===== src/include/l2_ops.svh =====
// Request op codes and requesting unit ids of the L2 pipeline
// Op codes are 3 bits wide and unit ids 2 bits, as in l2_dir_pkg
`ifndef L2_OPS_SVH
`define L2_OPS_SVH

`define OP_LOAD        3'd0
`define OP_LOAD_SYNC   3'd1
`define OP_STORE       3'd2
`define OP_STORE_SYNC  3'd3
`define OP_FLUSH       3'd4

`define UNIT_ICACHE    2'd0
`define UNIT_DCACHE    2'd1

`endif


===== src/design/l2_dir_pkg.sv =====
// Widths and types of the L2 directory stage
// Sized for 16 L2 sets, 8 L1 sets and 4 ways in both caches
package l2_dir_pkg;

	localparam int ADDR_W   = 16;
	localparam int L2_SET_W = 4;
	localparam int L2_TAG_W = ADDR_W - L2_SET_W;
	localparam int L1_SET_W = 3;
	localparam int L1_TAG_W = ADDR_W - L1_SET_W;
	localparam int NUM_WAYS = 4;

	// Line address, the tag bits sit above the set index bits
	typedef logic [ADDR_W-1:0] line_addr_t;

	typedef logic [L2_TAG_W-1:0] l2_tag_t;
	typedef logic [L2_SET_W-1:0] l2_set_t;
	typedef logic [L1_TAG_W-1:0] l1_tag_t;
	typedef logic [L1_SET_W-1:0] l1_set_t;

	// Way index and one-hot way set, shared by L2 and L1
	typedef logic [1:0] way_t;
	typedef logic [NUM_WAYS-1:0] way_mask_t;

	typedef logic [2:0] req_op_t;
	typedef logic [1:0] unit_t;

	// The L1 directory walks all sets after reset before taking requests
	typedef enum logic
	{
		CLEARING,
		READY
	} dir_state_t;

endpackage


===== src/design/l2_way_state.sv =====
// Dirty bits are cleared by reset; tags and valid bits come from the tag stage
// Assumes the four way tags differ, so at most one way hits
`timescale 1ns/1ps
`include "l2_ops.svh"

module l2_way_state (
	input  logic                   clk,
	input  logic                   rst_n_i,
	input  logic                   stall_i,
	input  logic                   req_valid_i,
	input  l2_dir_pkg::req_op_t    req_op_i,
	input  l2_dir_pkg::line_addr_t req_addr_i,
	input  logic                   has_fill_i,
	input  l2_dir_pkg::way_t       fill_way_i,
	input  l2_dir_pkg::l2_tag_t    l2_tag0_i,
	input  l2_dir_pkg::l2_tag_t    l2_tag1_i,
	input  l2_dir_pkg::l2_tag_t    l2_tag2_i,
	input  l2_dir_pkg::l2_tag_t    l2_tag3_i,
	input  logic                   l2_valid0_i,
	input  logic                   l2_valid1_i,
	input  logic                   l2_valid2_i,
	input  logic                   l2_valid3_i,
	output l2_dir_pkg::way_mask_t  way_hit_o,
	output logic                   l2_hit_o,
	output logic                   dirty0_o,
	output logic                   dirty1_o,
	output logic                   dirty2_o,
	output logic                   dirty3_o
);

	l2_dir_pkg::l2_tag_t   req_tag;
	l2_dir_pkg::l2_set_t   req_set;
	l2_dir_pkg::l2_tag_t   way_tag [l2_dir_pkg::NUM_WAYS];
	l2_dir_pkg::way_mask_t way_valid;
	l2_dir_pkg::way_mask_t dirty_target;
	l2_dir_pkg::way_mask_t dirty_next;
	l2_dir_pkg::way_mask_t dirty_q;
	// One bit per way for every L2 set
	l2_dir_pkg::way_mask_t dirty_mem [2**l2_dir_pkg::L2_SET_W];
	logic                  accept;
	logic                  is_store;
	logic                  is_flush;
	logic                  update_dirty;
	logic                  new_dirty;

	assign req_tag = req_addr_i[l2_dir_pkg::ADDR_W-1 -: l2_dir_pkg::L2_TAG_W];
	assign req_set = req_addr_i[l2_dir_pkg::L2_SET_W-1:0];

	assign way_tag[0] = l2_tag0_i;
	assign way_tag[1] = l2_tag1_i;
	assign way_tag[2] = l2_tag2_i;
	assign way_tag[3] = l2_tag3_i;
	assign way_valid  = {l2_valid3_i, l2_valid2_i, l2_valid1_i, l2_valid0_i};

	always_comb
	begin
		for (int w = 0; w < l2_dir_pkg::NUM_WAYS; w++)
			way_hit_o[w] = way_valid[w] && (way_tag[w] == req_tag);
	end

	assign l2_hit_o = |way_hit_o;

	assign is_store = (req_op_i == `OP_STORE) || (req_op_i == `OP_STORE_SYNC);
	assign is_flush = (req_op_i == `OP_FLUSH);
	assign accept   = req_valid_i && !stall_i;

	assign update_dirty = accept && (has_fill_i || (l2_hit_o && (is_store || is_flush)));

	// A fill writes the way it lands in, anything else writes the hit way
	assign dirty_target = has_fill_i ? (l2_dir_pkg::way_mask_t'(1) << fill_way_i) : way_hit_o;

	always_comb
	begin
		if (has_fill_i)
			new_dirty = is_store;
		else if (is_flush)
			new_dirty = 1'b0;
		else
			new_dirty = 1'b1;
	end

	// Bypass the written value so the output already shows the update
	always_comb
	begin
		for (int w = 0; w < l2_dir_pkg::NUM_WAYS; w++)
			dirty_next[w] = (update_dirty && dirty_target[w]) ? new_dirty : dirty_mem[req_set][w];
	end

	always_ff @(posedge clk)
	begin
		if (!rst_n_i)
		begin
			for (int s = 0; s < 2**l2_dir_pkg::L2_SET_W; s++)
				dirty_mem[s] <= '0;
			dirty_q <= '0;
		end
		else if (!stall_i)
		begin
			if (update_dirty)
				dirty_mem[req_set] <= dirty_next;
			// An invalid way never reports dirty
			dirty_q <= dirty_next & way_valid;
		end
	end

	assign dirty0_o = dirty_q[0];
	assign dirty1_o = dirty_q[1];
	assign dirty2_o = dirty_q[2];
	assign dirty3_o = dirty_q[3];

endmodule


===== src/design/l1_dir_tags.sv =====
// Copy of the L1 data cache tags of one core; no invalidation path
// Requests are ignored for 8 cycles after reset while the sets are cleared
`timescale 1ns/1ps
`include "l2_ops.svh"

module l1_dir_tags (
	input  logic                   clk,
	input  logic                   rst_n_i,
	input  logic                   stall_i,
	input  logic                   req_valid_i,
	input  l2_dir_pkg::unit_t      req_unit_i,
	input  l2_dir_pkg::req_op_t    req_op_i,
	input  l2_dir_pkg::line_addr_t req_addr_i,
	input  l2_dir_pkg::way_t       req_l1_way_i,
	input  logic                   has_fill_i,
	input  logic                   l2_hit_i,
	output logic                   l1_has_line_o,
	output l2_dir_pkg::way_t       l1_way_o
);

	l2_dir_pkg::l1_tag_t    tag_mem [2**l2_dir_pkg::L1_SET_W][l2_dir_pkg::NUM_WAYS];
	l2_dir_pkg::way_mask_t  valid_mem [2**l2_dir_pkg::L1_SET_W];
	l2_dir_pkg::dir_state_t state;
	l2_dir_pkg::l1_set_t    clear_set;
	l2_dir_pkg::l1_tag_t    req_tag;
	l2_dir_pkg::l1_set_t    req_set;
	l2_dir_pkg::way_mask_t  lookup_hit;
	l2_dir_pkg::way_t       lookup_way;
	logic                   ready;
	logic                   is_dcache_load;
	logic                   update_dir;

	assign req_tag = req_addr_i[l2_dir_pkg::ADDR_W-1 -: l2_dir_pkg::L1_TAG_W];
	assign req_set = req_addr_i[l2_dir_pkg::L1_SET_W-1:0];
	assign ready   = (state == l2_dir_pkg::READY);

	// Only data cache loads bring a line into L1
	assign is_dcache_load = (req_unit_i == `UNIT_DCACHE)
		&& ((req_op_i == `OP_LOAD) || (req_op_i == `OP_LOAD_SYNC));
	assign update_dir = req_valid_i && !stall_i && ready && is_dcache_load
		&& (l2_hit_i || has_fill_i);

	always_comb
	begin
		lookup_way = '0;
		for (int w = 0; w < l2_dir_pkg::NUM_WAYS; w++)
		begin
			lookup_hit[w] = valid_mem[req_set][w] && (tag_mem[req_set][w] == req_tag);
			if (lookup_hit[w])
				lookup_way = l2_dir_pkg::way_t'(w);
		end
	end

	// Clear sequencer, one set per cycle
	always_ff @(posedge clk)
	begin
		if (!rst_n_i)
		begin
			state     <= l2_dir_pkg::CLEARING;
			clear_set <= '0;
		end
		else if (!stall_i && state == l2_dir_pkg::CLEARING)
		begin
			clear_set <= clear_set + 1'b1;
			if (clear_set == '1)
				state <= l2_dir_pkg::READY;
		end
	end

	always_ff @(posedge clk)
	begin
		if (!stall_i && state == l2_dir_pkg::CLEARING)
			valid_mem[clear_set] <= '0;
		else if (update_dir)
			valid_mem[req_set][req_l1_way_i] <= 1'b1;
		if (update_dir)
			tag_mem[req_set][req_l1_way_i] <= req_tag;
	end

	// The lookup reads the arrays as they were before this cycle's update
	always_ff @(posedge clk)
	begin
		if (!rst_n_i)
		begin
			l1_has_line_o <= 1'b0;
			l1_way_o      <= '0;
		end
		else if (!stall_i && ready)
		begin
			l1_has_line_o <= req_valid_i && (|lookup_hit);
			l1_way_o      <= lookup_way;
		end
	end

endmodule


===== src/design/l2_dir_output.sv =====
// Output register of the directory stage; holds its value through a stall
// Assumes a one-hot or empty way hit mask
`timescale 1ns/1ps

module l2_dir_output (
	input  logic                   clk,
	input  logic                   rst_n_i,
	input  logic                   stall_i,
	input  logic                   req_valid_i,
	input  l2_dir_pkg::req_op_t    req_op_i,
	input  l2_dir_pkg::line_addr_t req_addr_i,
	input  logic                   has_fill_i,
	input  l2_dir_pkg::way_t       fill_way_i,
	input  l2_dir_pkg::way_mask_t  way_hit_i,
	input  l2_dir_pkg::l2_tag_t    l2_tag0_i,
	input  l2_dir_pkg::l2_tag_t    l2_tag1_i,
	input  l2_dir_pkg::l2_tag_t    l2_tag2_i,
	input  l2_dir_pkg::l2_tag_t    l2_tag3_i,
	output logic                   dir_valid_o,
	output l2_dir_pkg::req_op_t    dir_op_o,
	output l2_dir_pkg::line_addr_t dir_addr_o,
	output logic                   dir_cache_hit_o,
	output l2_dir_pkg::way_t       dir_hit_way_o,
	output l2_dir_pkg::l2_tag_t    dir_old_tag_o
);

	l2_dir_pkg::way_t    hit_way;
	l2_dir_pkg::way_t    tag_sel;
	l2_dir_pkg::l2_tag_t old_tag;
	logic                cache_hit;

	// One-hot to index, valid only when a single bit is set
	assign hit_way   = {way_hit_i[3] | way_hit_i[2], way_hit_i[3] | way_hit_i[1]};
	assign cache_hit = |way_hit_i;

	// The fill way names the line being replaced; otherwise the hit line
	assign tag_sel = has_fill_i ? fill_way_i : hit_way;

	always_comb
	begin
		case (tag_sel)
			2'd0: old_tag = l2_tag0_i;
			2'd1: old_tag = l2_tag1_i;
			2'd2: old_tag = l2_tag2_i;
			default: old_tag = l2_tag3_i;
		endcase
	end

	always_ff @(posedge clk)
	begin
		if (!rst_n_i)
		begin
			dir_valid_o     <= 1'b0;
			dir_op_o        <= '0;
			dir_addr_o      <= '0;
			dir_cache_hit_o <= 1'b0;
			dir_hit_way_o   <= '0;
			dir_old_tag_o   <= '0;
		end
		else if (!stall_i)
		begin
			dir_valid_o     <= req_valid_i;
			dir_op_o        <= req_op_i;
			dir_addr_o      <= req_addr_i;
			dir_cache_hit_o <= cache_hit;
			dir_hit_way_o   <= hit_way;
			dir_old_tag_o   <= old_tag;
		end
	end

endmodule


===== src/design/l2_cache_dir.sv =====
// Directory stage of the L2 pipeline, one cycle from request to result
// Requests are taken only after the L1 directory has finished its clear
`timescale 1ns/1ps

module l2_cache_dir (
	input  logic                   clk,
	input  logic                   rst_n_i,
	input  logic                   stall_i,
	input  logic                   req_valid_i,
	input  l2_dir_pkg::unit_t      req_unit_i,
	input  l2_dir_pkg::req_op_t    req_op_i,
	input  l2_dir_pkg::line_addr_t req_addr_i,
	input  l2_dir_pkg::way_t       req_l1_way_i,
	input  logic                   has_fill_i,
	input  l2_dir_pkg::way_t       fill_way_i,
	input  l2_dir_pkg::l2_tag_t    l2_tag0_i,
	input  l2_dir_pkg::l2_tag_t    l2_tag1_i,
	input  l2_dir_pkg::l2_tag_t    l2_tag2_i,
	input  l2_dir_pkg::l2_tag_t    l2_tag3_i,
	input  logic                   l2_valid0_i,
	input  logic                   l2_valid1_i,
	input  logic                   l2_valid2_i,
	input  logic                   l2_valid3_i,
	output logic                   dir_valid_o,
	output l2_dir_pkg::req_op_t    dir_op_o,
	output l2_dir_pkg::line_addr_t dir_addr_o,
	output logic                   dir_cache_hit_o,
	output l2_dir_pkg::way_t       dir_hit_way_o,
	output l2_dir_pkg::l2_tag_t    dir_old_tag_o,
	output logic                   dir_l1_has_line_o,
	output l2_dir_pkg::way_t       dir_l1_way_o,
	output logic                   dir_dirty0_o,
	output logic                   dir_dirty1_o,
	output logic                   dir_dirty2_o,
	output logic                   dir_dirty3_o
);

	l2_dir_pkg::way_mask_t way_hit;
	logic                  l2_hit;

	l2_way_state u_way_state (
		.clk         (clk),
		.rst_n_i     (rst_n_i),
		.stall_i     (stall_i),
		.req_valid_i (req_valid_i),
		.req_op_i    (req_op_i),
		.req_addr_i  (req_addr_i),
		.has_fill_i  (has_fill_i),
		.fill_way_i  (fill_way_i),
		.l2_tag0_i   (l2_tag0_i),
		.l2_tag1_i   (l2_tag1_i),
		.l2_tag2_i   (l2_tag2_i),
		.l2_tag3_i   (l2_tag3_i),
		.l2_valid0_i (l2_valid0_i),
		.l2_valid1_i (l2_valid1_i),
		.l2_valid2_i (l2_valid2_i),
		.l2_valid3_i (l2_valid3_i),
		.way_hit_o   (way_hit),
		.l2_hit_o    (l2_hit),
		.dirty0_o    (dir_dirty0_o),
		.dirty1_o    (dir_dirty1_o),
		.dirty2_o    (dir_dirty2_o),
		.dirty3_o    (dir_dirty3_o)
	);

	l1_dir_tags u_l1_dir (
		.clk           (clk),
		.rst_n_i       (rst_n_i),
		.stall_i       (stall_i),
		.req_valid_i   (req_valid_i),
		.req_unit_i    (req_unit_i),
		.req_op_i      (req_op_i),
		.req_addr_i    (req_addr_i),
		.req_l1_way_i  (req_l1_way_i),
		.has_fill_i    (has_fill_i),
		.l2_hit_i      (l2_hit),
		.l1_has_line_o (dir_l1_has_line_o),
		.l1_way_o      (dir_l1_way_o)
	);

	l2_dir_output u_output (
		.clk             (clk),
		.rst_n_i         (rst_n_i),
		.stall_i         (stall_i),
		.req_valid_i     (req_valid_i),
		.req_op_i        (req_op_i),
		.req_addr_i      (req_addr_i),
		.has_fill_i      (has_fill_i),
		.fill_way_i      (fill_way_i),
		.way_hit_i       (way_hit),
		.l2_tag0_i       (l2_tag0_i),
		.l2_tag1_i       (l2_tag1_i),
		.l2_tag2_i       (l2_tag2_i),
		.l2_tag3_i       (l2_tag3_i),
		.dir_valid_o     (dir_valid_o),
		.dir_op_o        (dir_op_o),
		.dir_addr_o      (dir_addr_o),
		.dir_cache_hit_o (dir_cache_hit_o),
		.dir_hit_way_o   (dir_hit_way_o),
		.dir_old_tag_o   (dir_old_tag_o)
	);

endmodule


===== config.mk =====
export PLATFORM = sky130hd
export DESIGN_NAME = l2_cache_dir
export DESIGN_NICKNAME = d
export VERILOG_FILES = /design/src/design/l2_dir_pkg.sv /design/src/design/l2_way_state.sv /design/src/design/l1_dir_tags.sv /design/src/design/l2_dir_output.sv /design/src/design/l2_cache_dir.sv
export VERILOG_INCLUDE_DIRS = /design/src /design/src/include
export SDC_FILE = /design/constraint.sdc
export NUM_CORES = 1
export LEC_CHECK = 0
export BUFFER_PORTS_ARGS = -buffer_cell sky130_fd_sc_hd__buf_2
export CAP_MARGIN = 20
export CORE_ASPECT_RATIO = 1.75
export CORE_MARGIN = 1.5
export CORE_UTILIZATION = 61
export DETAILED_ROUTE_END_ITERATION = 12
export PLACE_DENSITY_LB_ADDON = 0.2
export SLEW_MARGIN = 15
export SYNTH_ARGS = -nofsm -noshare
export SYNTH_HDL_FRONTEND = slang
export SYNTH_SLANG_ARGS = --single-unit

===== constraint.sdc =====
create_clock -name clk -period 11.1 [get_ports clk]
set_input_delay 2.22 -clock clk [delete_from_list [all_inputs] [get_ports clk]]
set_output_delay 2.22 -clock clk [all_outputs]
set_load 0.05 [all_outputs]

==> out/qor.csv <==
stage,metric,value,unit
floorplanning,start_util,62.0,%
setup_path,rrSetupSlack,7490,ps
status,status,"complete, no violations",
sta,max_freq,0.161,GHz
sta,finalSetupTns,0,ps
logic_synthesis,synth-seq-cells,558,
setup_path,worstPathArrival,6390,ps
setup_path,end_kind,flip-flop,
global_route,grt_pass1_vias,14500,
logic_synthesis,synthCells,1534,
finish,ff_latch_area,16300,um2
floorplanning,die_y,264,um
route,drtAntennaViolNets,0,
logic_synthesis,synth-edff-count,512,
global_route,grt_start_max_net_pins,62,
placed_design,dp_cells,2090,
global_route,grt_pass1_wl,89400,um
clock_network,clk_pin_slew,70,ps
floorplanning,core_area,38400,um2
global_route,antenna_found_initial,1,
route,drtIter0Drc,1454,
global_route,grt_use_total,30.2,%
pwr,power_leakage,0.00900,uW
route,drc,0,
floorplanning,rows,95,
setup_path,crit_fanout,34,
clock_network,clockBufferDepth,3,
setup_path,cp.depth,11,
job,cap_violations,0,
logic_synthesis,syn_area,23800,um2
clock_network,cts_tree,built,
finish,fillers,2565,
sta,relSlewSlack,24.0,%
worst_hold_path,hold_class,flip-flop to flip-flop,
clock_network,cts-root-buf,clkbuf_16,
placed_design,io_buffers,123,
sta,hold_viol,0,
clock_network,cts_resized,0,
finish,final_common_cell,edfxtp_1,
route,dr.pass1.iters,6,
setup_path,path_cells,"buf_2, buf_4, xnor2_1, nand3_1, or4_1, nand4_1, o2111ai_1, buf_4, inv_1, nand3_1, nor2_1",
setup_path,path_class,primary input to flip-flop,
route,wl_per_cell,27.8,um
route,vias,14200,
clock_network,post_cts_buffers,0,
sta,post-route-min-period,6200,ps
logic_synthesis,ys_warn_count,0,
logic_synthesis,avgSynthCellArea,15.5,um2
finish,finalNonFillerCells,2178,
finish,syn2layout_area_growth,11.1,%
finish,drive_above_1_share,21.7,%
clock_network,clock_latency,580,ps
logic_synthesis,yosysUniqueCellTypes,71,
finish,multiInputGateArea,6900,um2
finish,antenna_cells,0,
setup_path,rr_worst_depth,6,
sta,rsz0062_at_grt,no,
logic_synthesis,yosysSeqAreaShare,68.4,%
placed_design,dp_hpwl,39700,um
logic_synthesis,async_flop_share,0,%
pwr,vdd.ir_drop.worst,0.106,mV
clock_network,cts_hold_buf,0,
floorplanning,io_pins,124,
route,avgViaCountPerCell,6.51,
setup_path,start_kind,primary input,
finish,final_nets,1742,
setup_path,slowest_stage,nor2_1,
finish,final_cell_mix,"edfxtp_1, nor2_1, buf_2",
global_route,grt.overflow.total,0,
route,drt-total-wl,60600,um
sta,setup_viol,0,
sta,final.period_utilization,55.8,%
setup_path,cp_top_family,simple AND/OR/NAND/NOR gates,
placed_design,globalplace.congestion,0.876,
logic_synthesis,syn_nets,1618,
pwr,power_density,165,nW/um2
setup_path,cpPeakStageDelay,980,ps
clock_network,cts_buffers,46,
sta,drv_slew,0,
logic_synthesis,synthFlopType,edfxtp_1,
setup_path,crit_buf_inv,4,
worst_hold_path,worst_hold_path.num_cells,2,
setup_path,cp.required,11290,ps
clock_network,clock-sinks,558,
sta,finalClockSkew,9.22,ps
sta,worst_pin_slew,1140,ps
floorplanning,die_x,152,um
clock_network,htree_num_levels,2,
floorplanning,fp.dieArea,40300,um2
==> flip-flops by register name, summed over array words and instances, names as in the netlist <==
signal                    cells
u_l1_dir.clear_set            3
u_l1_dir.l1_has_line_o        1
u_l1_dir.l1_way_o             2
u_l1_dir.ready                1
u_l1_dir.tag_mem            416
u_l1_dir.valid_mem           32
u_output.dir_addr_o          16
u_output.dir_cache_hit_o      1
u_output.dir_hit_way_o        2
u_output.dir_old_tag_o       12
u_output.dir_op_o             3
u_output.dir_valid_o          1
u_way_state.dirty_mem        64
u_way_state.dirty_q           4
==> Yosys cell counts, drive strengths merged, types with 5 or more instances <==
master,instances,area (um2)
a211oi,7,52.6
a21oi,33,165
a221oi,8,70.1
a22oi,26,195
a31oi,5,31.3
and3,6,37.5
buf,68,449
clkbuf,32,121
dfxtp,46,921
edfxtp,512,15400
inv,17,63.8
mux2,37,417
mux2i,116,1160
mux4,69,1550
nand2,58,218
nand2b,5,31.3
nand3,17,85.1
nand4,14,87.6
nor2,188,713
nor2b,9,56.3
nor3,13,65.1
o2111ai,6,52.6
o21ai,42,214
o221ai,19,166
o22a,11,96.3
o22ai,26,163
or4,5,45.0
xnor2,72,631
xor2,14,123
==> worst register-to-register path, stage by stage, from the launching register on <==
cell and delay (ps):
dfxtp_1 410, nor2b_1 370, o2111ai_1 180, buf_4 230
inv_1 600, nand3_1 450, nor2_1 990
==> per-stage QoR <==
| stage | setup WS [ps] | hold WS [ps] | util [%] | cell area [um2] | total power, uW |
|---|---|---|---|---|---|
| 4_1_cts | 4890 | 456 | 68.8 | 26400 | 4390 |
| 3_5_place_dp | 4280 | 448 | 64.7 | 24900 | 2720 |
| 2_1_floorplan | 5720 | 503 | - | 23800 | 2590 |
| 6_report | 4900 | 457 | 68.9 | 26500 | 4380 |
| 3_3_place_gp | 4420 | 439 | 64.7 | 24900 | 2710 |
| 5_1_grt | 4650 | 474 | 68.9 | 26500 | 4480 |
==> metal layers <==
metal  share of wire, %  global-route usage, %  vias up
met5                  0                      0        -
met4                6.0                   18.0        0
met3                6.3                   3.27      200
met2                 53                   54.0      691
met1                 35                   35.0     7110
li1                   -                      -     6177
==> logic make-up after synthesis <==
kind of cell,synth area share (%)
mux,13.2
flops,68.4
simple gates,6.42
xor+xnor,3.16
buf+inv,2.66
fa+ha+maj,0.105
compound gates,6.07
==> path summary, 6_finish.rpt <==
path	startpoint	to
worst min-delay path	u_way_state.dirty_q[3]$_SDFFE_PN0N_	u_way_state.dirty_q[3]$_SDFFE_PN0N_
worst min register to register	u_way_state.dirty_q[3]$_SDFFE_PN0N_	u_way_state.dirty_q[3]$_SDFFE_PN0N_
worst max-delay path	req_addr_i[13]	u_l1_dir.tag_mem[1][9]$_DFFE_PP_
worst max register to register	u_l1_dir.ready$_SDFFE_PN0P_	u_l1_dir.tag_mem[1][9]$_DFFE_PP_
==> cell type report <==
type / count / share of cell area (%)
Inverter: 17 / 0.241
Sequential cell: 558 / 61.6
Multi-Input combinational cell: 859 / 26.1
Clock inverter: 23 / 1.20
Timing Repair Buffer: 176 / 3.87
Tap cell: 485 / 2.29
Clock buffer: 60 / 4.74
==> where the power goes <==
part           leakage, uW  total [uW]  internal [uW]  switching, uW
Combinational      0.00318         358            124            234
Clock             0.000762        1700            964            739
Sequential         0.00505        2320           2310           9.26
Total              0.00900        4380           3400            982
No activity file was read; power rests on OpenSTA's default activity.
